## src/source/soc_pkg.sv

```systemverilog
package soc_pkg;

	//============================================================
	// Bus types
	//============================================================

	// Byte address
	typedef logic [31:0] bus_addr_t;

	// Read and write data
	typedef logic [31:0] bus_data_t;

	// Red LED pattern
	typedef logic [9:0] led_t;

	// Arbiter ownership of the shared bus
	typedef enum logic [1:0] {
		ARB_IDLE,
		ARB_PORT_A,
		ARB_PORT_B
	} arb_state_t;

	//============================================================
	// Memory map
	//============================================================

	localparam bus_addr_t RAM_BASE   = 32'h0001_0000;
	localparam bus_addr_t RAM_LIMIT  = 32'h0002_0000;
	localparam bus_addr_t LED_BASE   = 32'h5000_0000;
	localparam bus_addr_t LED_LIMIT  = 32'h5000_0010;
	// Timer takes everything from here up
	localparam bus_addr_t TIMER_BASE = 32'h6000_0000;

endpackage

```

## src/source/soc_bus_if.sv

```systemverilog
`timescale 1ns/1ps

interface soc_bus_if
	import soc_pkg::*;
();

	// Command, held by the master until ready
	logic      request;
	logic      rw;
	bus_addr_t address;
	bus_data_t wdata;

	// Response, rdata valid while ready is high on a read
	bus_data_t rdata;
	logic      ready;

	modport master (
		output request,
		output rw,
		output address,
		output wdata,
		input  rdata,
		input  ready
	);

	modport slave (
		input  request,
		input  rw,
		input  address,
		input  wdata,
		output rdata,
		output ready
	);

endinterface

```

## src/source/cycle_timer.sv

```systemverilog
`timescale 1ns/1ps

module cycle_timer
	import soc_pkg::*;
#(
	parameter int TICKS_PER_MS = 100000
)
(
	input  logic     clock,
	input  logic     i_reset,
	soc_bus_if.slave bus
);

	localparam int PRE_W = (TICKS_PER_MS > 1) ? $clog2(TICKS_PER_MS) : 1;
	localparam logic [PRE_W-1:0] PRE_LAST = PRE_W'(TICKS_PER_MS - 1);

	bus_data_t          cycle_count;
	bus_data_t          ms_count;
	logic [PRE_W-1:0]   prescale;

	//============================================================
	// Counters
	//============================================================

	always_ff @(posedge clock)
	begin
		if (i_reset)
		begin
			cycle_count <= '0;
			ms_count    <= '0;
			prescale    <= '0;
		end
		else
		begin
			cycle_count <= cycle_count + 1'b1;
			if (prescale == PRE_LAST)
			begin
				prescale <= '0;
				ms_count <= ms_count + 1'b1;
			end
			else
				prescale <= prescale + 1'b1;
		end
	end

	//============================================================
	// Read port, writes fall on the floor
	//============================================================

	always_comb
	begin
		case (bus.address[3:2])
			2'd0:    bus.rdata = cycle_count;
			2'd1:    bus.rdata = ms_count;
			default: bus.rdata = '0;
		endcase
	end

	assign bus.ready = bus.request;

endmodule

```

## src/flat_wrapper.sv

```systemverilog
// flat-port wrapper written by rule: the top's interface ports become plain ports
module cycle_timer_flat import soc_pkg::*;
#(
	parameter int TICKS_PER_MS = 100000
)
  (clock, i_reset, bus_request, bus_rw, bus_address, bus_wdata, bus_rdata, bus_ready);
  soc_bus_if bus_i ();
  input  logic clock;
  input  logic i_reset;
  input wire logic [$bits(bus_i.request)-1:0] bus_request;
  input wire logic [$bits(bus_i.rw)-1:0] bus_rw;
  input wire logic [$bits(bus_i.address)-1:0] bus_address;
  input wire logic [$bits(bus_i.wdata)-1:0] bus_wdata;
  output wire logic [$bits(bus_i.rdata)-1:0] bus_rdata;
  output wire logic [$bits(bus_i.ready)-1:0] bus_ready;
  assign bus_i.request = bus_request;
  assign bus_i.rw = bus_rw;
  assign bus_i.address = bus_address;
  assign bus_i.wdata = bus_wdata;
  assign bus_rdata = bus_i.rdata;
  assign bus_ready = bus_i.ready;
  cycle_timer #(.TICKS_PER_MS(TICKS_PER_MS)) u_core (.clock(clock), .i_reset(i_reset), .bus(bus_i));
endmodule
```

## config.mk

```make
export PLATFORM = sky130hd
export DESIGN_NAME = cycle_timer_flat
export DESIGN_NICKNAME = d
export VERILOG_FILES = /design/src/source/soc_pkg.sv /design/src/source/soc_bus_if.sv /design/src/source/cycle_timer.sv /design/src/flat_wrapper.sv
export SDC_FILE = /design/constraint.sdc
export NUM_CORES = 1
export LEC_CHECK = 0
export BUFFER_PORTS_ARGS = -buffer_cell sky130_fd_sc_hd__buf_2
export CAP_MARGIN = 25
export CORE_MARGIN = 4
export CORE_UTILIZATION = 51
export CTS_BUF_LIST = sky130_fd_sc_hd__clkbuf_8
export CTS_CLUSTER_DIAMETER = 30
export DETAILED_ROUTE_END_ITERATION = 16
export PLACE_DENSITY = 0.79
export SLEW_MARGIN = 20
export SYNTH_ARGS = -nofsm -noshare
export SYNTH_HDL_FRONTEND = slang
export SYNTH_SLANG_ARGS = --single-unit
```

## constraint.sdc

```tcl
create_clock -name clock -period 2.15 [get_ports clock]
set_clock_uncertainty 0.15 [all_clocks]
set_input_delay 0.215 -clock clock [delete_from_list [all_inputs] [get_ports clock]]
set_output_delay 0.215 -clock clock [all_outputs]
set_load 0.05 [all_outputs]
```

# [After elaboration in Yosys (flattened, before gate mapping)]
# Cells that the tools add are included.
[word_totals] regBits=81 inputBits=68 wordCells=11
[op_classes] mux=1 n_eq_ne=2 n_reduce_logical=2 n_addsub=3
[ops] operator="adder 32 x 1 -> 32 bit, second input constant" count=2
[ops] operator="case mux 32 bit (2 select lines)" count=1
[ops] operator="adder 17 x 1 -> 17 bit, second input constant" count=1
[ops] operator="equality test 17 bit, second input constant" count=1
[ops] operator="equality test 2 x 1 -> 1 bit, second input constant" count=1
[ops] operator="zero test 2 bit" count=1
[ops] operator="OR reduction 2 bit" count=1

# [Logic depth before layout (Yosys ltp)]
[depth] word_depth=2 mapped_depth=7 depth_no_buf=5

# [Worst setup path before layout]
# OpenSTA, ideal clock, no wires.
[synth_path] path_kind="register to register" from="register u_core.prescale[0]" to="register u_core.ms_count[28]" stages_incl_launch_ff=7 path_slack_ns=-0.098 path_buffers=1 arrival_ns=1.978 cell_sequence="dfxtp_1 ha_1 and4_1 nand4_1 clkbuf_1 nor4_1 mux2_2"
[synth_via] elab_chain_len=1
[synth_rtl] item="start: declaration" line="cycle_timer.sv:19" source="logic [PRE_W-1:0] prescale;"
[synth_rtl] item="start signal: assignment" line="cycle_timer.sv:42" source="prescale <= prescale + 1'b1;"
[synth_rtl] item="equality test 17 bit" line="cycle_timer.sv:36" source="if (prescale == PRE_LAST)"
[synth_rtl] item="end signal: assignment" line="cycle_timer.sv:39" source="ms_count <= ms_count + 1'b1;"
[synth_rtl] item="end: declaration" line="cycle_timer.sv:18" source="bus_data_t ms_count;"
# No other way between the ends.
# A chain may end at the register's enable or synchronous reset.

# [Worst setup path in the final report]
[layout_path] from="register u_core.prescale[6]" to="register u_core.ms_count[12]"
# The elaborated chain is that of the path after synthesis.

==> key figures <==
Placed design
  – Dpl cell area: 5040 µm²
  – Gp weighted congestion: 0.883
  – Pre-CTS WS: -54.7 ps
  – Port Buffers: 35
  – Cells after DPL: 699
  – Hpwl dp: 7890 µm

Worst setup path
  – Critical path's slowest cell: or4_1
  – Critical Path Most Common Cell: buf_4
  – Crit path cell chain: nor4_1, buf_4, nand4_1, buf_4, or4_1, a21oi_1
  – RR Startpoint: u_core.prescale[6]
  – Element type at the critical path end: flop
  – WP buf/inv: 2
  – Worst Setup SP: u_core.prescale[6]
  – Critical Path Max Stage Delay: 490 ps
  – Critical Path Fanout Max: 7
  – Arrival @ worst endpoint: 2210 ps
  – Critical path type: flop to flop
  – Type of origin of the critical path: flop
  – Crit path max-delay family: simple AND/OR/NAND/NOR gates
  – WP data required: 2280 ps

STA
  – Hold Worst Slack: 280 ps
  – Worst setup margin: 67.7 ps
  – Worst slew pin tran: 561 ps
  – Maximum operating frequency: 480 MHz
  – Fin crit share: 0.969
  – Fin crit period: 2080 ps
  – Worst slew margin: 0.626
  – Final Max Slew Viols: 0
  – Final hold vios: 0
  – Final total negative setup slack: 0 ps
  – Setup Viol. Count Final: 0

Clocking
  – Deepest clock path buffer count: 2
  – CTS Sinks: 81
  – Clock Latency Late Sink: 360 ps
  – CTS Buf Count: 9
  – Reg clk slew, reported paths: 80 ps
  – Clock root buffer: clkbuf_8
  – Hold_buf cts: 0
  – CTS tree: yes
  – Number of H-tree levels: 3

Status
  – Outcome: completed

Drt
  – WL/cell: 16.1 µm
  – Post-Route WL: 11,600 µm
  – DR pass1 iterations: 7
  – Remaining antenna violation count after routing: 0
  – DRC: 0
  – Vias post-DR: 4,388
  – DRT iter0 DRCs: 244
  – Via/cell ratio: 6.09

Finish
  – Multi-input logic area: 2730 µm²
  – N_diodes: 0
  – Area Growth Syn to Fin: 20.8%
  – Final core utilization: 0.644
  – Post-route cell area: 5370 µm²
  – Layout Cells excl Fill: 721
  – Commonest non-fill, non-tap cells in the layout: nor2_1 (78), dfxtp_1 (76), buf_4 (54), buf_2 (35), a21oi_1 (34)
  – Seq. cell area: 1630 µm²
  – Layout cells sized above 1: 0.240
  – Final nets: 682
  – Commonest non-fill, non-tap cell in the layout: nor2_1
  – Fill cells: 679

Die
  – CORE AREA: 8340 µm²
  – Die span in y: 101 µm
  – Core Rows: 33
  – Initial core utilization: 0.533
  – Die width: 101 µm
  – Num ports: 101
  – Die ar.: 10,300 µm²

Pwr
  – Lkg Pwr: 2.01 nW
  – Max VDD drop: 0.298 mV
  – Overall power: 2.79 mW
  – Power per standard cell area: 520 nW/µm²

Yosys
  – Syn nets: 611
  – Cells taking the most area after synthesis: dfxtp_1 (36%), mux2i_1 (7.4%), nor2_1 (6.6%), mux2_2 (4.1%), or4_1 (4.1%)
  – #FFs+latches synth: 81
  – Synthesized cell area: 4450 µm²
  – Avg Synthesized Cell Area: 8.23 µm²
  – Synth area leader: dfxtp_1
  – Seq/Total Area, Yosys: 0.365
  – Synth cell types: 38
  – Top cell type's share of synthesized area: 0.365
  – Ys Warns: 0
  – Post-synthesis cell count: 540

Global routing
  – Largest net degree at the start of global routing: 36
  – First-pass GRT wire length: 19,300 µm
  – Initial antenna violation count: 0
  – Vias in the first global route: 4,242
  – Congestion Overflow GR: 0
  – Total track usage: 0.229

Min path
  – Hold Crit Start: bus_request
  – Hold Path Class: input pin to output pin

Run
  – Max_cap viols: 0
layer usage:
layer	vias to the layer above	routed length (µm)	global-route usage
li1	2115	-	-
met1	2111	5050	0.284
met2	144	5760	0.388
met3	18	614	0.0448
met4	0	199	0.0941
met5	-	0	0
area by class of cell:
class                   count  share of cell area
repair buffers             93               0.119
clock inverters             6              0.0112
well taps                 105              0.0245
inverters                  12             0.00839
multi-input cells         414               0.508
flip-flops and latches     81               0.303
clock buffers              10              0.0256
repair_timing:
item,4_1_cts,5_1_grt
endpoints found under the setup margin,21,24
pin swaps,1,2
gates resized for setup,5,13
setup buffers,4,2
synthesized netlist by cell type (all sizes together):
| library cell | n |
|---|---|
| o41ai | 1 |
| nand4b | 1 |
| o21ai | 11 |
| or2 | 2 |
| nor4bb | 2 |
| and3 | 8 |
| nor3 | 12 |
| or4 | 24 |
| nand2b | 1 |
| inv | 12 |
| nand4 | 27 |
| clkbuf | 22 |
| xnor2 | 16 |
| or3b | 1 |
| and4b | 1 |
| and3b | 1 |
| dfxtp | 81 |
| nor2 | 78 |
| mux2 | 16 |
| and2 | 2 |
| buf | 11 |
| xor2 | 10 |
| nand3 | 28 |
| a21oi | 34 |
| o31ai | 22 |
| and4 | 7 |
| ha | 3 |
| mux2i | 33 |
| or3 | 15 |
| nand2 | 22 |
| nor2b | 17 |
| nor4 | 19 |
registers in the layout, indices dropped and copies added (netlist names):
register / count
u_core.cycle_count: 32
u_core.ms_count: 32
u_core.prescale: 17
where the power goes:
part,internal [mW],total [mW],switching (mW)
logic,0.0493,0.133,0.0833
clock network,0.561,1.14,0.582
registers,1.51,1.52,0.00867
worst paths after layout:
kind	end	slack, ps	cells past startpoint
worst min-delay path	bus_ready	280	0
worst max-delay path	u_core.ms_count[12]	70	6
worst max register to register	u_core.ms_count[12]	70	6
worst min register to register	u_core.prescale[16]	370	2
kinds of logic (layout without fill, tap and decap cells):
group,count (synthesis),after routing,share of synthesized area
AOI/OAI and AO/OA,68,68,0.0898
xor gates and xnor gates,26,26,0.0512
buffers and inverters,45,121,0.0414
DFF,81,81,0.365
muxes,49,49,0.115
adders and majority gates,3,3,0.00844
and+or+nand+nor,268,268,0.330
worst register-to-register path, cell delays in order (launching register included):
cell	delay, ps
dfxtp_1	390
nor4_1	380
buf_4	190
nand4_1	90
buf_4	180
or4_1	490
a21oi_1	150
Note: power is estimated with default switching activity, not from simulation.
