$ cat src/source/soc_pkg.sv
package soc_pkg;

	//============================================================
	// Bus types
	//============================================================

	// Byte address
	typedef logic [31:0] bus_addr_t;

	// Read and write data
	typedef logic [31:0] bus_data_t;

	// Red LED pattern
	typedef logic [9:0] led_t;

	// Arbiter ownership of the shared bus
	typedef enum logic [1:0] {
		ARB_IDLE,
		ARB_PORT_A,
		ARB_PORT_B
	} arb_state_t;

	//============================================================
	// Memory map
	//============================================================

	localparam bus_addr_t RAM_BASE   = 32'h0001_0000;
	localparam bus_addr_t RAM_LIMIT  = 32'h0002_0000;
	localparam bus_addr_t LED_BASE   = 32'h5000_0000;
	localparam bus_addr_t LED_LIMIT  = 32'h5000_0010;
	// Timer takes everything from here up
	localparam bus_addr_t TIMER_BASE = 32'h6000_0000;

endpackage

$ cat src/source/soc_bus_if.sv
`timescale 1ns/1ps

interface soc_bus_if
	import soc_pkg::*;
();

	// Command, held by the master until ready
	logic      request;
	logic      rw;
	bus_addr_t address;
	bus_data_t wdata;

	// Response, rdata valid while ready is high on a read
	bus_data_t rdata;
	logic      ready;

	modport master (
		output request,
		output rw,
		output address,
		output wdata,
		input  rdata,
		input  ready
	);

	modport slave (
		input  request,
		input  rw,
		input  address,
		input  wdata,
		output rdata,
		output ready
	);

endinterface

$ cat src/source/bus_decoder.sv
`timescale 1ns/1ps

module bus_decoder
	import soc_pkg::*;
(
	soc_bus_if.slave  bus,
	soc_bus_if.master ram_bus,
	soc_bus_if.master led_bus,
	soc_bus_if.master timer_bus
);

	logic ram_sel;
	logic led_sel;
	logic timer_sel;

	// Address ranges are disjoint, so at most one select is high
	assign ram_sel   = (bus.address >= RAM_BASE) && (bus.address < RAM_LIMIT);
	assign led_sel   = (bus.address >= LED_BASE) && (bus.address < LED_LIMIT);
	assign timer_sel = (bus.address >= TIMER_BASE);

	//============================================================
	// Forward path, rebased per target
	//============================================================

	assign ram_bus.request = bus.request && ram_sel;
	assign ram_bus.rw      = bus.rw;
	assign ram_bus.address = bus.address - RAM_BASE;
	assign ram_bus.wdata   = bus.wdata;

	assign led_bus.request = bus.request && led_sel;
	assign led_bus.rw      = bus.rw;
	assign led_bus.address = bus.address - LED_BASE;
	assign led_bus.wdata   = bus.wdata;

	assign timer_bus.request = bus.request && timer_sel;
	assign timer_bus.rw      = bus.rw;
	assign timer_bus.address = bus.address - TIMER_BASE;
	assign timer_bus.wdata   = bus.wdata;

	//============================================================
	// Return path
	//============================================================

	always_comb
	begin
		if (ram_sel)
		begin
			bus.rdata = ram_bus.rdata;
			bus.ready = ram_bus.ready;
		end
		else if (led_sel)
		begin
			bus.rdata = led_bus.rdata;
			bus.ready = led_bus.ready;
		end
		else if (timer_sel)
		begin
			bus.rdata = timer_bus.rdata;
			bus.ready = timer_bus.ready;
		end
		else
		begin
			// Nothing mapped here, finish at once so the master never hangs
			bus.rdata = '0;
			bus.ready = bus.request;
		end
	end

endmodule

$ cat src/flat_wrapper.sv
// flat-port wrapper written by rule: the top's interface ports become plain ports
module bus_decoder_flat import soc_pkg::*;
  (bus_request, bus_rw, bus_address, bus_wdata, bus_rdata, bus_ready, ram_bus_request, ram_bus_rw, ram_bus_address, ram_bus_wdata, ram_bus_rdata, ram_bus_ready, led_bus_request, led_bus_rw, led_bus_address, led_bus_wdata, led_bus_rdata, led_bus_ready, timer_bus_request, timer_bus_rw, timer_bus_address, timer_bus_wdata, timer_bus_rdata, timer_bus_ready);
  soc_bus_if bus_i ();
  soc_bus_if ram_bus_i ();
  soc_bus_if led_bus_i ();
  soc_bus_if timer_bus_i ();
  input wire logic [$bits(bus_i.request)-1:0] bus_request;
  input wire logic [$bits(bus_i.rw)-1:0] bus_rw;
  input wire logic [$bits(bus_i.address)-1:0] bus_address;
  input wire logic [$bits(bus_i.wdata)-1:0] bus_wdata;
  output wire logic [$bits(bus_i.rdata)-1:0] bus_rdata;
  output wire logic [$bits(bus_i.ready)-1:0] bus_ready;
  output wire logic [$bits(ram_bus_i.request)-1:0] ram_bus_request;
  output wire logic [$bits(ram_bus_i.rw)-1:0] ram_bus_rw;
  output wire logic [$bits(ram_bus_i.address)-1:0] ram_bus_address;
  output wire logic [$bits(ram_bus_i.wdata)-1:0] ram_bus_wdata;
  input wire logic [$bits(ram_bus_i.rdata)-1:0] ram_bus_rdata;
  input wire logic [$bits(ram_bus_i.ready)-1:0] ram_bus_ready;
  output wire logic [$bits(led_bus_i.request)-1:0] led_bus_request;
  output wire logic [$bits(led_bus_i.rw)-1:0] led_bus_rw;
  output wire logic [$bits(led_bus_i.address)-1:0] led_bus_address;
  output wire logic [$bits(led_bus_i.wdata)-1:0] led_bus_wdata;
  input wire logic [$bits(led_bus_i.rdata)-1:0] led_bus_rdata;
  input wire logic [$bits(led_bus_i.ready)-1:0] led_bus_ready;
  output wire logic [$bits(timer_bus_i.request)-1:0] timer_bus_request;
  output wire logic [$bits(timer_bus_i.rw)-1:0] timer_bus_rw;
  output wire logic [$bits(timer_bus_i.address)-1:0] timer_bus_address;
  output wire logic [$bits(timer_bus_i.wdata)-1:0] timer_bus_wdata;
  input wire logic [$bits(timer_bus_i.rdata)-1:0] timer_bus_rdata;
  input wire logic [$bits(timer_bus_i.ready)-1:0] timer_bus_ready;
  assign bus_i.request = bus_request;
  assign bus_i.rw = bus_rw;
  assign bus_i.address = bus_address;
  assign bus_i.wdata = bus_wdata;
  assign bus_rdata = bus_i.rdata;
  assign bus_ready = bus_i.ready;
  assign ram_bus_request = ram_bus_i.request;
  assign ram_bus_rw = ram_bus_i.rw;
  assign ram_bus_address = ram_bus_i.address;
  assign ram_bus_wdata = ram_bus_i.wdata;
  assign ram_bus_i.rdata = ram_bus_rdata;
  assign ram_bus_i.ready = ram_bus_ready;
  assign led_bus_request = led_bus_i.request;
  assign led_bus_rw = led_bus_i.rw;
  assign led_bus_address = led_bus_i.address;
  assign led_bus_wdata = led_bus_i.wdata;
  assign led_bus_i.rdata = led_bus_rdata;
  assign led_bus_i.ready = led_bus_ready;
  assign timer_bus_request = timer_bus_i.request;
  assign timer_bus_rw = timer_bus_i.rw;
  assign timer_bus_address = timer_bus_i.address;
  assign timer_bus_wdata = timer_bus_i.wdata;
  assign timer_bus_i.rdata = timer_bus_rdata;
  assign timer_bus_i.ready = timer_bus_ready;
  bus_decoder u_core (.bus(bus_i), .ram_bus(ram_bus_i), .led_bus(led_bus_i), .timer_bus(timer_bus_i));
endmodule
$ cat config.mk
export PLATFORM = sky130hd
export DESIGN_NAME = bus_decoder_flat
export DESIGN_NICKNAME = d
export VERILOG_FILES = /design/src/source/soc_pkg.sv /design/src/source/soc_bus_if.sv /design/src/source/bus_decoder.sv /design/src/flat_wrapper.sv
export SDC_FILE = /design/constraint.sdc
export NUM_CORES = 1
export LEC_CHECK = 0
export ABC_AREA = 1
export ABC_CLOCK_PERIOD_IN_PS = 3650
export BUFFER_PORTS_ARGS = -buffer_cell sky130_fd_sc_hd__buf_2
export CAP_MARGIN = 15
export CORE_AREA = 8 8 148 150
export DETAILED_ROUTE_END_ITERATION = 10
export DIE_AREA = 0 0 156 158
export PLACE_DENSITY = 0.43
export RECOVER_POWER = 100
export SLEW_MARGIN = 20
export SYNTH_ARGS = -nofsm -noshare
export SYNTH_HDL_FRONTEND = slang
export SYNTH_SLANG_ARGS = --single-unit
$ cat constraint.sdc
create_clock -name vclk -period 3.65
set_input_delay 0.1825 -clock vclk [all_inputs]
set_output_delay 0.1825 -clock vclk [all_outputs]
set_load 0.05 [all_outputs]
# Word-level counts from Yosys, hierarchy flattened
# Index checks and enable logic that the tools add are counted.
classes:
  add_sub_neg: 3
  magnitude_cmp: 5
  muxes: 6
  n_reduce_logical: 5
ops:
  columns: ["cell", "n"]
  rows:
  - ["$mux 32", 3]
  - ["$ge 32x31->1 const B", 2]
  - ["$sub 32x31->32 const B", 2]
  - ["$ge 32x17->1 const B", 1]
  - ["$lt 32x18->1 const B", 1]
  - ["$lt 32x31->1 const B", 1]
  - ["$sub 32x17->32 const B", 1]
  - ["$logic_and 1x1->1", 5]
  - ["$mux 1", 3]
totals:
  regBits: 0
  in_bits: 165
  output_inout_bits: 231

# Longest topological paths before layout
depth:
  ltp_word: 4
  ltp_mapped: 13

# Worst setup path after synthesis
# Ideal clock, no wire load.
synth_path:
  path_kind: "input to output"
  start: "input bus_address[16]"
  end: "output led_bus_request"
  arrival_ns: 2.293
  required_ns: 3.467
  path_slack_ns: 1.175
  stages: 11
  path_buffers: 1
  cell_sequence: "inv_1 ha_1 nand2_2 nor2_4 inv_2 nand2_1 nand2_2 nor2_8 nand2_4 buf_6 nor2_1"
synth_between:
  elab_chain_cells: 3
  elab_cells_between_ends: 4
  cone_classes: "order compare (2); reduce/logical (2)"
synth_rtl:
  columns: ["item", "line_no", "text"]
  rows:
  - ["start, declared", "flat_wrapper.sv:10", "input wire logic [$bits(bus_i.address)-1:0] bus_address;"]
  - ["$ge 32x31->1 / $lt 32x31->1 (equally long branches)", "bus_decoder.sv:18", "assign led_sel = (bus.address >= LED_BASE) && (bus.address < LED_LIMIT);"]
  - ["$logic_and 1x1->1 (*)", "bus_decoder.sv:18", null]
  - ["$logic_and 1x1->1 (*)", "bus_decoder.sv:30", "assign led_bus.request = bus.request && led_sel;"]
  - ["end, declared", "flat_wrapper.sv:20", "output wire logic [$bits(led_bus_i.request)-1:0] led_bus_request;"]
# Every way passes the cells marked *; elsewhere a longest branch is shown, timed or not.

# Worst setup path after layout
layout_path:
  start: "input bus_address[16]"
  end: "output bus_rdata[10]"
layout_between:
  elab_chain_cells: 4
  elab_cells_between_ends: 10
  cone_classes: "order compare (5); mux (3); reduce/logical (2)"
layout_rtl:
  columns: ["item", "line_no", "text"]
  rows:
  - ["$ge 32x31->1, or another cell as far along", "bus_decoder.sv:19", "assign timer_sel = (bus.address >= TIMER_BASE);"]
  - ["$mux 32 / $logic_and 1x1->1 (equally long branches)", "bus_decoder.sv:56, bus_decoder.sv:18", null]
  - ["$mux 32", "bus_decoder.sv:51", "else if (led_sel)"]
  - ["$mux 32 (*)", "bus_decoder.sv:46", "if (ram_sel)"]
  - ["end, declared", "flat_wrapper.sv:12", "output wire logic [$bits(bus_i.rdata)-1:0] bus_rdata;"]
# Marks and branches as above.

==> results.toml <==
[critical_path]
crit_required_ps = 3470
path_class = "input port to output port"
slowest_stage = "clkbuf_1"
critPathBufInv = 4
crit_family = "simple AND/OR/NAND/NOR gates"
startpoint_type = "input port"
path_cells = "buf_2 > inv_1 > ha_1 > nand2_2 > nor2_4 > inv_2 > nand2_1 > nand2_2 > nor2_8 > nand2_4 > nand2_1 > nand3_1 > nand2_1 > clkbuf_1"
cp_data_arrival_time_ps = 2890
worst_path_most_repeated_cell = "nand2_1"
endpoint_kind = "output port"
cp_max_fo = 34
cp_slowest_stage_delay_ps = 490

[yosys]
synth_top_family_by_area = "buffers and inverters"
synth_most_common_cell = "buf_4"
ys_warn_count = 0
yosys-top-cells-count = "buf_4, nand2_1, nand3_1"
synth_area_per_cell_um2 = 5.836
synth_xor_area_frac = 0.03942
yosys-mux-area-fraction = 0.003218
yosys.cell_types.count = 27
synth_top_cell_by_area = "buf_4"
synth_fa_ha_area_frac = 0.03620
synth-simple-area-share = 0.4264
syn_inst = 533
synth_compound_area_frac = 0.01327
yosys.area.top_type_share = 0.4224
synthTopCellsByArea = "buf_4, nand2_1, nand3b_1"
syn_area_mm2 = 0.003110
synth_fp_nets = 707
seq_area_frac_synth = 0

[power]
ir_drop_mv = 0.08177
p_leak_nw = 1.645
p_per_area_mw_per_mm2 = 217.9

[placed_design]
gp_congestion = 0.8265
placed_area_mm2 = 0.003388
place_inst = 880
place.port_buffers = 264
dp_hpwl_mm = 11.02

[finish]
clock_buffers = 0
seq_area_um2 = 0
drive_gt1_frac = 0.2475
final_nets = 786
post-route-cell-area_mm2 = 0.003229
seq_cell_count = 0
fin_util = 0.1638
area_delta_synth_final_pct = 3.821
stdcell_count = 881

[timing]
rsz0062_at_grt = "no"
fin_crit_sh = 0.8423
tightestPinTransition_ps = 661.8
hold_viol = 0
finalSetupViolCount = 0
final_max_slew_viol_count = 0
setup-tns-final_ps = 0
slew-limit-headroom = 0.5588
layout_min_cycle_time_ps = 3074
max_freq_mhz = 325.3

[global_routing]
track_usage = 0.09879
grt_pass1_vias = 3439
overflow = 0
antenna_found_initial = 0
grt_pass1_wl_mm = 19.50
grt_max_degree = 35

[hold_path]
holdPathStages = 0
min_path_type = "input port to output port"
min_to = "ram_bus_wdata[25]"
hp-start = "bus_wdata[25]"

[routing]
wl_per_cell_um = 14.95
remaining_drc_errors = 0
dr_total_vias = 3250
dr.pass1.iters = 4
via_per_inst = 3.689
routed_wl_mm = 13.18
drt_iter0_markers = 176
final_antenna_net_count = 0

[die]
initial_utilization = 0.1578
die_area_mm2 = 0.02465
io_pins = 396
rows = 52
dieHeight_um = 158
die_w_um = 156
core_mm2 = 0.01971

[clock_network]
hold_buffers = 0
cts_resized = 0
postCtsSetupBuffers = 0

[run_status]
status = "completed"

[run]
max_cap_viol_count = 0
## cell type report
type	instances	area, um^2
Antenna cell	1	2.502
Fill cell	2421	16480
Inverter	25	93.84
Multi-Input combinational cell	318	1613
Tap cell	270	337.8
Timing Repair Buffer	267	1182
## stage by stage
step | hold slack (ps) | worst slack, ps | total power (W)
after floorplan | 532.1 | 1175 | 0.0008643
after global placement | 365.7 | 602.5 | 0.0007377
after detailed placement | 365.7 | 530.2 | 0.0007367
after CTS | 365.7 | 545.7 | 0.0007383
after global routing | 365.1 | 242.3 | 0.0007540
final | 365.0 | 575.7 | 0.0007038
## per-layer routing
metal	wire length, um	vias to the layer above	track usage	part of all wire
met1	5497	1400	0.1216	0.42
met4	277	0	0.02773	0.021
met5	0	-	0	0
met3	1290	31	0.02785	0.098
met2	6110	174	0.1648	0.46
li1	-	1645	-	-
## logic make-up after synthesis
| family | Yosys count |
|---|---|
| and+or+nand+nor | 288 |
| AOI/OAI and AO/OA | 6 |
| muxes | 1 |
| adders and majority gates | 9 |
| buffers and inverters | 215 |
| xor gates and xnor gates | 14 |
## layout by cell type (no fill, tap or decap), types with 4 or more instances in the layout
cell type,netlist,layout
xnor2_1,5,5
nand3_1,41,41
nor2_1,33,33
nand2_1,163,163
nand3b_1,32,32
ha_1,9,9
inv_1,23,23
xor2_1,9,9
buf_2,9,134
clkbuf_1,3,129
nand4_1,4,4
## worst max path at each step
stage / startpoint / to / depth (start not counted)
global placement: bus_address[16] / bus_ready / 14
finish: bus_address[16] / bus_rdata[10] / 14
global route: bus_address[16] / bus_rdata[0] / 14
CTS: bus_address[16] / bus_ready / 14
floorplan: bus_address[16] / led_bus_request / 11
detailed placement: bus_address[16] / bus_ready / 14
## power by group
part / switching (W) / leakage, nW / internal (W) / total, W
combinational: 0.000557 / 1.65 / 0.000147 / 0.000704
sequential: 0 / 0 / 0 / 0
clock: 0 / 0.00000634 / 0.0000000000366 / 0.0000000000366
Note: power is estimated with default switching activity, not from simulation.
