--- src/source/soc_pkg.sv ---
package soc_pkg;

	//============================================================
	// Bus types
	//============================================================

	// Byte address
	typedef logic [31:0] bus_addr_t;

	// Read and write data
	typedef logic [31:0] bus_data_t;

	// Red LED pattern
	typedef logic [9:0] led_t;

	// Arbiter ownership of the shared bus
	typedef enum logic [1:0] {
		ARB_IDLE,
		ARB_PORT_A,
		ARB_PORT_B
	} arb_state_t;

	//============================================================
	// Memory map
	//============================================================

	localparam bus_addr_t RAM_BASE   = 32'h0001_0000;
	localparam bus_addr_t RAM_LIMIT  = 32'h0002_0000;
	localparam bus_addr_t LED_BASE   = 32'h5000_0000;
	localparam bus_addr_t LED_LIMIT  = 32'h5000_0010;
	// Timer takes everything from here up
	localparam bus_addr_t TIMER_BASE = 32'h6000_0000;

endpackage

--- src/source/soc_bus_if.sv ---
`timescale 1ns/1ps

interface soc_bus_if
	import soc_pkg::*;
();

	// Command, held by the master until ready
	logic      request;
	logic      rw;
	bus_addr_t address;
	bus_data_t wdata;

	// Response, rdata valid while ready is high on a read
	bus_data_t rdata;
	logic      ready;

	modport master (
		output request,
		output rw,
		output address,
		output wdata,
		input  rdata,
		input  ready
	);

	modport slave (
		input  request,
		input  rw,
		input  address,
		input  wdata,
		output rdata,
		output ready
	);

endinterface

--- src/source/led_register.sv ---
`timescale 1ns/1ps

module led_register
	import soc_pkg::*;
(
	input  logic     clock,
	input  logic     i_reset,
	soc_bus_if.slave bus,
	output led_t     o_ledr
);

	led_t ledr_q;

	always_ff @(posedge clock)
	begin
		if (i_reset)
			ledr_q <= '0;
		else if (bus.request && bus.rw)
			ledr_q <= bus.wdata[9:0];
	end

	// Read back zero-extended, answered in the same cycle
	assign bus.rdata = bus_data_t'(ledr_q);
	assign bus.ready = bus.request;

	assign o_ledr = ledr_q;

endmodule

--- src/flat_wrapper.sv ---
// flat-port wrapper written by rule: the top's interface ports become plain ports
module led_register_flat import soc_pkg::*;
  (clock, i_reset, o_ledr, bus_request, bus_rw, bus_address, bus_wdata, bus_rdata, bus_ready);
  soc_bus_if bus_i ();
  input  logic clock;
  input  logic i_reset;
  output led_t o_ledr;
  input wire logic [$bits(bus_i.request)-1:0] bus_request;
  input wire logic [$bits(bus_i.rw)-1:0] bus_rw;
  input wire logic [$bits(bus_i.address)-1:0] bus_address;
  input wire logic [$bits(bus_i.wdata)-1:0] bus_wdata;
  output wire logic [$bits(bus_i.rdata)-1:0] bus_rdata;
  output wire logic [$bits(bus_i.ready)-1:0] bus_ready;
  assign bus_i.request = bus_request;
  assign bus_i.rw = bus_rw;
  assign bus_i.address = bus_address;
  assign bus_i.wdata = bus_wdata;
  assign bus_rdata = bus_i.rdata;
  assign bus_ready = bus_i.ready;
  led_register u_core (.clock(clock), .i_reset(i_reset), .bus(bus_i), .o_ledr(o_ledr));
endmodule
--- config.mk ---
export PLATFORM = sky130hd
export DESIGN_NAME = led_register_flat
export DESIGN_NICKNAME = d
export VERILOG_FILES = /design/src/source/soc_pkg.sv /design/src/source/soc_bus_if.sv /design/src/source/led_register.sv /design/src/flat_wrapper.sv
export SDC_FILE = /design/constraint.sdc
export NUM_CORES = 1
export LEC_CHECK = 0
export BUFFER_PORTS_ARGS = -buffer_cell sky130_fd_sc_hd__buf_4
export CAP_MARGIN = 5
export CORE_MARGIN = 5
export CORE_UTILIZATION = 31
export DETAILED_ROUTE_END_ITERATION = 6
export GPL_TIMING_DRIVEN = 0
export HOLD_SLACK_MARGIN = 0.08
export PLACE_DENSITY_LB_ADDON = 0.12
export SLEW_MARGIN = 20
export SYNTH_ARGS = -nofsm -noshare
export SYNTH_HDL_FRONTEND = slang
export SYNTH_SLANG_ARGS = --single-unit
--- constraint.sdc ---
create_clock -name clock -period 1.38 [get_ports clock]
set_clock_uncertainty 0.1 [all_clocks]
set_input_delay 0.138 -clock clock [delete_from_list [all_inputs] [get_ports clock]]
set_output_delay 0.138 -clock clock [all_outputs]
set_load 0.02 [all_outputs]
# Word level (Yosys, flattened, before mapping)
# Index checks and enable logic that the tools add are counted.
# word_totals
inputBits	68
ff_bits	10
out_inout_bits	43
# classes
n_reduce_logical	1
# ops
cell	count
$logic_and A1 B1 Y1	1

# Logic depth before layout (Yosys ltp)
# Gate-level depths: netlist (run 1).
# logic_depth
ltp_word	1
ltp_mapped	3

# Least setup slack after synthesis (run 1)
# OpenSTA, ideal clock, no wires.
# synth_timing
path_kind	reg2reg
from	register, netlist name u_core.o_ledr[0]
to	register u_core.ledr_q[0], in the netlist u_core.o_ledr[0]
t_arrival_ps	777
required_ps	1212
setup_slack_ps	435
path_stages_with_launch	3
path_buffers	0
setup_time_ps	68
path_cell_list	dfxtp_1 > a21bo_1 > a21oi_2
# synth_lines
element	line_no	rtl
end signal: assignment	led_register.sv:19	ledr_q <= bus.wdata[9:0];
end: declaration	led_register.sv:12	led_t ledr_q;

# Final worst setup path (run 1)
# layout_timing
from	register u_core.ledr_q[2], in the netlist u_core.o_ledr[2]
to	output o_ledr[2]
# layout_lines
element	line_no	rtl
end: declaration	flat_wrapper.sv:7	output led_t o_ledr;
# No word-level cell between the ends.

==> flow_summary.yaml, run 1 <==
die:
  die_y_um: 58.3
  die-area_mm2: 0.00340
  rows: 17
  start_util: 0.327
  core_area_mm2: 0.00221
  io_pins: 111
  die_w_um: 58.3
sta:
  finalCritPeriodShare: 0.805
  max_freq_mhz: 900
  slew_violations: 0
  min_period_ns: 1.11
  hold_violations: 0
  tns_ns: 0
  rsz0062_at_grt: "no"
  final-setup-viol-count: 0
yosys:
  ys_types: 9
  yosysTopAreaCell: "buf_4"
  yosys.area.top_type_share: 0.353
  synth-seq-area-share: 0.277
  synth_edf_count: 0
  yosys_register_bits: 10
  synth_top_cells_by_area: "buf_4 (35%), dfxtp_1 (28%), a21bo_1 (14%)"
  synth.most_common_cell: "buf_4"
  synth_ff_type: "dfxtp_1"
  synth_common_cells: "buf_4 (34), a21bo_1 (10), a21oi_2 (10), dfxtp_1 (10), nand3_1 (10)"
  synth-async-reset-ratio: 0
  syn-cell-area_um2: 723
  synth_cells: 79
  avgSynthCellArea_um2: 9.15
  ys.warnings.count: 0
clock_tree:
  htreeDepth: 1
  clk_root_buffer_cell: "clkbuf_4"
  clk_pin_slew_ns: 0.07
  cts_num_sinks: 10
  cts_max_path_buffers: 2
  insertion_delay_ns: 0.26
  tritoncts: "built"
  cts_inserted_buffers: 3
  ctsResizeCount: 0
worst_hold_path:
  hp-class: "in2reg"
  whs_path_depth: 3
critical_path:
  crit_path_max_fanout: 3
  critPathMaxStageDelay_ns: 0.37
  cp.required_ns: 1.14
  cp_common_cell: "buf_4"
  path_cells: "buf_4 -> buf_4"
  critPathKind: "reg2out"
  cp_slowest_cell: "dfxtp_1"
  regToRegSetupSlack_ns: 0.50
  r2r-start: "u_core.o_ledr[6]"
  worstSetupEndpoint: "o_ledr[2]"
  cp_data_arrival_time_ns: 0.87
  r2r_cells: 2
  worstSetupStartpoint: "u_core.o_ledr[2]"
  start_kind: "register"
  cp-end-kind: "output port"
  regToRegEndpoint: "u_core.o_ledr[6]"
cells_and_area:
  areaGrowthSynthToFinish_pct: 64.9
  n_antenna_cell: 0
  drive_above_1_share: 0.569
  largest_reg_flops: 10
  stdcell_count: 172
  fin_nets: 214
drt:
  drt_pass1_iterations: 4
  drc: 0
  routed_via_density: 3.75
  drt_iter0_drc: 7
  ant_nets: 0
  vias: 645
  wl_per_cell_um: 10.7
  routed_wl_um: 1850
power:
  p_sw_frac: 0.324
  power.internal_uw: 558
  vdd_ir_drop_max_v: 0.000485
  p_seq_frac: 0.378
  p_comb_frac: 0.378
  power.total_uw: 826
  leakage_uw: 0.000633
  p_switching_uw: 267
  p_per_area_mw_per_mm2: 693
  clockPowerShare: 0.244
global_routing:
  grt.total_usage: 0.112
  grt_overflow: 0
  grt_pass1_wl_um: 2860
  grt_max_degree: 11
  first_global_vias: 656
  antenna_found_initial: 0
run_status:
  outcome: "completed"
placed_design:
  post-dp-hpwl_um: 1340
  io_buffer_count: 31
  dp.cells: 159
  place_congestion: 0.642
job:
  cap_violations: 0
worst max-delay path, delay by kind of cell, from the launching register on:
| family | cells | cell delay, ns |
|---|---|---|
| buffers and inverters | 2 | 0.24 |
| flip-flops | 1 | 0.37 |
how the worst min path moves through the flow:
stage                            start               end
after global placement    bus_wdata[7]  u_core.o_ledr[7]
after global routing       bus_request  u_core.o_ledr[4]
after floorplan           bus_wdata[0]  u_core.o_ledr[0]
after detailed placement  bus_wdata[7]  u_core.o_ledr[7]
after CTS                  bus_request  u_core.o_ledr[1]
final                      bus_request  u_core.o_ledr[1]
logic make-up (layout without fill, tap and decap cells):
family / Yosys count / count (layout) / share of synthesized area
other cells: 1 / 22 / 0.00519
buf+inv: 38 / 82 / 0.389
flops: 10 / 10 / 0.277
compound gates: 20 / 20 / 0.260
simple gates: 10 / 10 / 0.0692
power groups by stage:
stage / combinational (uW) / clock (uW) / sequential [uW]
after floorplan: 195 / 0 / 333
after global routing: 336 / 229 / 314
after global placement: 286 / 0 / 318
after CTS: 311 / 214 / 312
final: 312 / 201 / 312
after detailed placement: 288 / 0 / 318
placed cells by master (no fill, tap or decap), drive strengths merged:
cell and instances:
a21bo 10, dlygate4sd3 10, buf 68, dfxtp 10
conb 22, a21oi 10, nand3 10, clkbuf 4
per-layer routing:
metal / GRT usage / vias to the layer above / wire length [um]
met5: 0 / - / 0
met4: 0.0596 / 0 / 11
met3: 0.0285 / 2 / 209
li1: - / 339 / -
met1: 0.130 / 271 / 767
met2: 0.187 / 33 / 858
through the flow:
stage           util  hold WS, ns  setup WS, ns  area (um^2)
2_1_floorplan      -        0.194         0.435          802
6_report       0.539        0.111         0.269         1190
5_1_grt        0.539        0.108         0.217         1190
3_3_place_gp   0.484        0.312         0.537         1070
3_5_place_dp   0.484        0.315         0.525         1070
4_1_cts        0.539        0.101         0.264         1190
final cells by class:
| type | count | area (um^2) |
|---|---|---|
| plain buffers | 38 | 282 |
| clock buffers | 3 | 22.5 |
| fillers | 212 | 1020 |
| multi-input cells | 52 | 320 |
| flip-flops and latches | 10 | 200 |
| well taps | 28 | 35.0 |
| repair buffers | 41 | 333 |
repair_timing:
| action | in CTS | in global routing |
|---|---|---|
| hold buffers | 10 | 0 |
| endpoints found under the hold margin | 10 | 0 |
| buffers inserted | 0 | 0 |
| setup endpoints to repair | 0 | 0 |
Note: power is estimated with default switching activity, not from simulation.
==> run 2: changes to the inputs <==
--- a/config.mk
+++ b/config.mk
@@ -8,7 +8,7 @@
 export BUFFER_PORTS_ARGS = -buffer_cell sky130_fd_sc_hd__buf_4
 export CAP_MARGIN = 5
 export CORE_MARGIN = 5
-export CORE_UTILIZATION = 31
+export CORE_UTILIZATION = 26
 export DETAILED_ROUTE_END_ITERATION = 6
 export GPL_TIMING_DRIVEN = 0
 export HOLD_SLACK_MARGIN = 0.08
==> constraint.sdc (replaced) <==
create_clock -name clock -period 1 [get_ports clock]
set_clock_uncertainty 0.1 [all_clocks]
set_input_delay 0.1 -clock clock [delete_from_list [all_inputs] [get_ports clock]]
set_output_delay 0.1 -clock clock [all_outputs]
set_load 0.02 [all_outputs]
==> run 2 against run 1 <==
The flow now finishes with violations (negative setup slack); worst setup slack got worse by 0.30 ns; design area rose by 2.0%; final cell count fell by 2.9%; count of clock-buffer cells in the layout rose by 1; core utilization fell by 9.0 points; register-to-register slack got worse by 0.38 ns; critical path depth did not move; hold slack got worse by 0.047 ns; via count fell by 3.3%; largest cell class unchanged.
==> flow_summary.yaml, run 2 (synthesis gave the netlist of run 1 again) <==
run_status:
  outcome: "complete, but fails checks"
  violations: "negative setup slack"
cells_and_area:
  final_core_utilization: 0.449
  mostFrequentLayoutCells: "buf_4 (41), conb_1 (22), buf_6 (16)"
  largest_reg_flops: 10
  layout_commonest_cell: "buf_4"
  drive_above_1_share: 0.618
  fin_nets: 205
  areaGrowthSynthToFinish_pct: 68.2
  stdcell_count: 167
  n_antenna_cell: 0
die:
  io_pins: 111
  start_util: 0.267
  rows: 19
  die_w_um: 62.7
  die_y_um: 62.7
  core_area_mm2: 0.00271
  die-area_mm2: 0.00394
drt:
  vias: 624
  drt_pass1_iterations: 2
  ant_nets: 0
  drc: 0
  routed_via_density: 3.74
  routed_wl_um: 1890
  drt_iter0_drc: 2
  wl_per_cell_um: 11.3
power:
  power.total_uw: 1240
  vdd_ir_drop_max_v: 0.000531
  leakage_uw: 0.000609
  p_per_area_mw_per_mm2: 1020
critical_path:
  start_kind: "register"
  cp.required_ns: 0.80
  cp_data_arrival_time_ns: 0.83
  crit_path_max_fanout: 3
  r2r_cells: 2
  cp-end-kind: "output port"
  critPathKind: "reg2out"
sta:
  final-setup-viol-count: 1
  finalCritPeriodShare: 1.03
  min_period_ns: 1.03
  slew_violations: 0
  tns_ns: -0.0327
  worst_slack_ns: -0.0327
  hold_violations: 0
  rsz0062_at_grt: "yes"
  max_freq_mhz: 968
clock_tree:
  htreeDepth: 1
  cts_hold_buffers: 10
  cts_max_path_buffers: 2
  cts_num_sinks: 10
  tritoncts: "built"
  cts_inserted_buffers: 3
  clk_pin_slew_ns: 0.07
  insertion_delay_ns: 0.26
  clk_root_buffer_cell: "clkbuf_4"
global_routing:
  grt.total_usage: 0.0907
  grt_pass1_wl_um: 2820
  first_global_vias: 587
  grt_max_degree: 11
  grt_overflow: 0
  antenna_found_initial: 0
placed_design:
  post-dp-hpwl_um: 1400
  dp.cells: 162
  io_buffer_count: 31
  place_congestion: 0.591
  preCtsSetupSlack_ns: 0.141
worst_hold_path:
  whs_path_depth: 3
  hp-class: "in2reg"
job:
  cap_violations: 0
-- run 2: timing repair --
item | in CTS | in global routing
cloned | 0 | 0
buffers inserted | 0 | 0
setup endpoints to repair | 10 | 6
hold endpoints to repair | 10 | 9
gates resized for setup | 21 | 6
-- run 2: path summary, 6_finish.rpt --
| check | end | slack (ns) | from |
|---|---|---|---|
| hold reg to reg | u_core.o_ledr[2] | 0.50 | u_core.o_ledr[2] |
| setup reg to reg | u_core.o_ledr[9] | 0.12 | u_core.o_ledr[9] |
| setup / recovery | o_ledr[9] | -0.03 | u_core.o_ledr[9] |
| hold / removal | u_core.o_ledr[3] | 0.06 | bus_request |
-- run 2: final cells by class --
type | count | area, um^2
Sequential cell | 10 | 218
Buffer | 29 | 218
Timing Repair Buffer | 41 | 385
Multi-Input combinational cell | 52 | 320
Fill cell | 284 | 1490
Tap cell | 31 | 38.8
Clock buffer | 4 | 36.3
-- run 2: critical path, cell delays in order, from the launching register on --
cell     delay (ns)
dfxtp_2        0.34
buf_6          0.11
buf_6          0.12
-- run 2: layer usage --
metal	vias up	global-route usage	part of all wire
met4	0	0.0477	0.014
met5	-	0	0
met2	34	0.139	0.46
met1	266	0.110	0.44
li1	320	-	-
met3	4	0.0324	0.091
-- run 2: through the flow --
| stage | hold WS [ns] | area, um^2 |
|---|---|---|
| after floorplan | 0.156 | 802 |
| after global placement | 0.274 | 1070 |
| after detailed placement | 0.281 | 1070 |
| after CTS | 0.0518 | 1200 |
| after global routing | 0.0571 | 1220 |
| final | 0.0633 | 1220 |
-- run 2: where the power goes --
| part | switching [uW] | total (uW) | internal [uW] | leakage, uW |
|---|---|---|---|---|
| Clock | 152 | 373 | 221 | 0.0000210 |
| Combinational | 213 | 426 | 214 | 0.000501 |
| Sequential | 19.3 | 436 | 417 | 0.0000866 |
| Total | 384 | 1240 | 851 | 0.000609 |
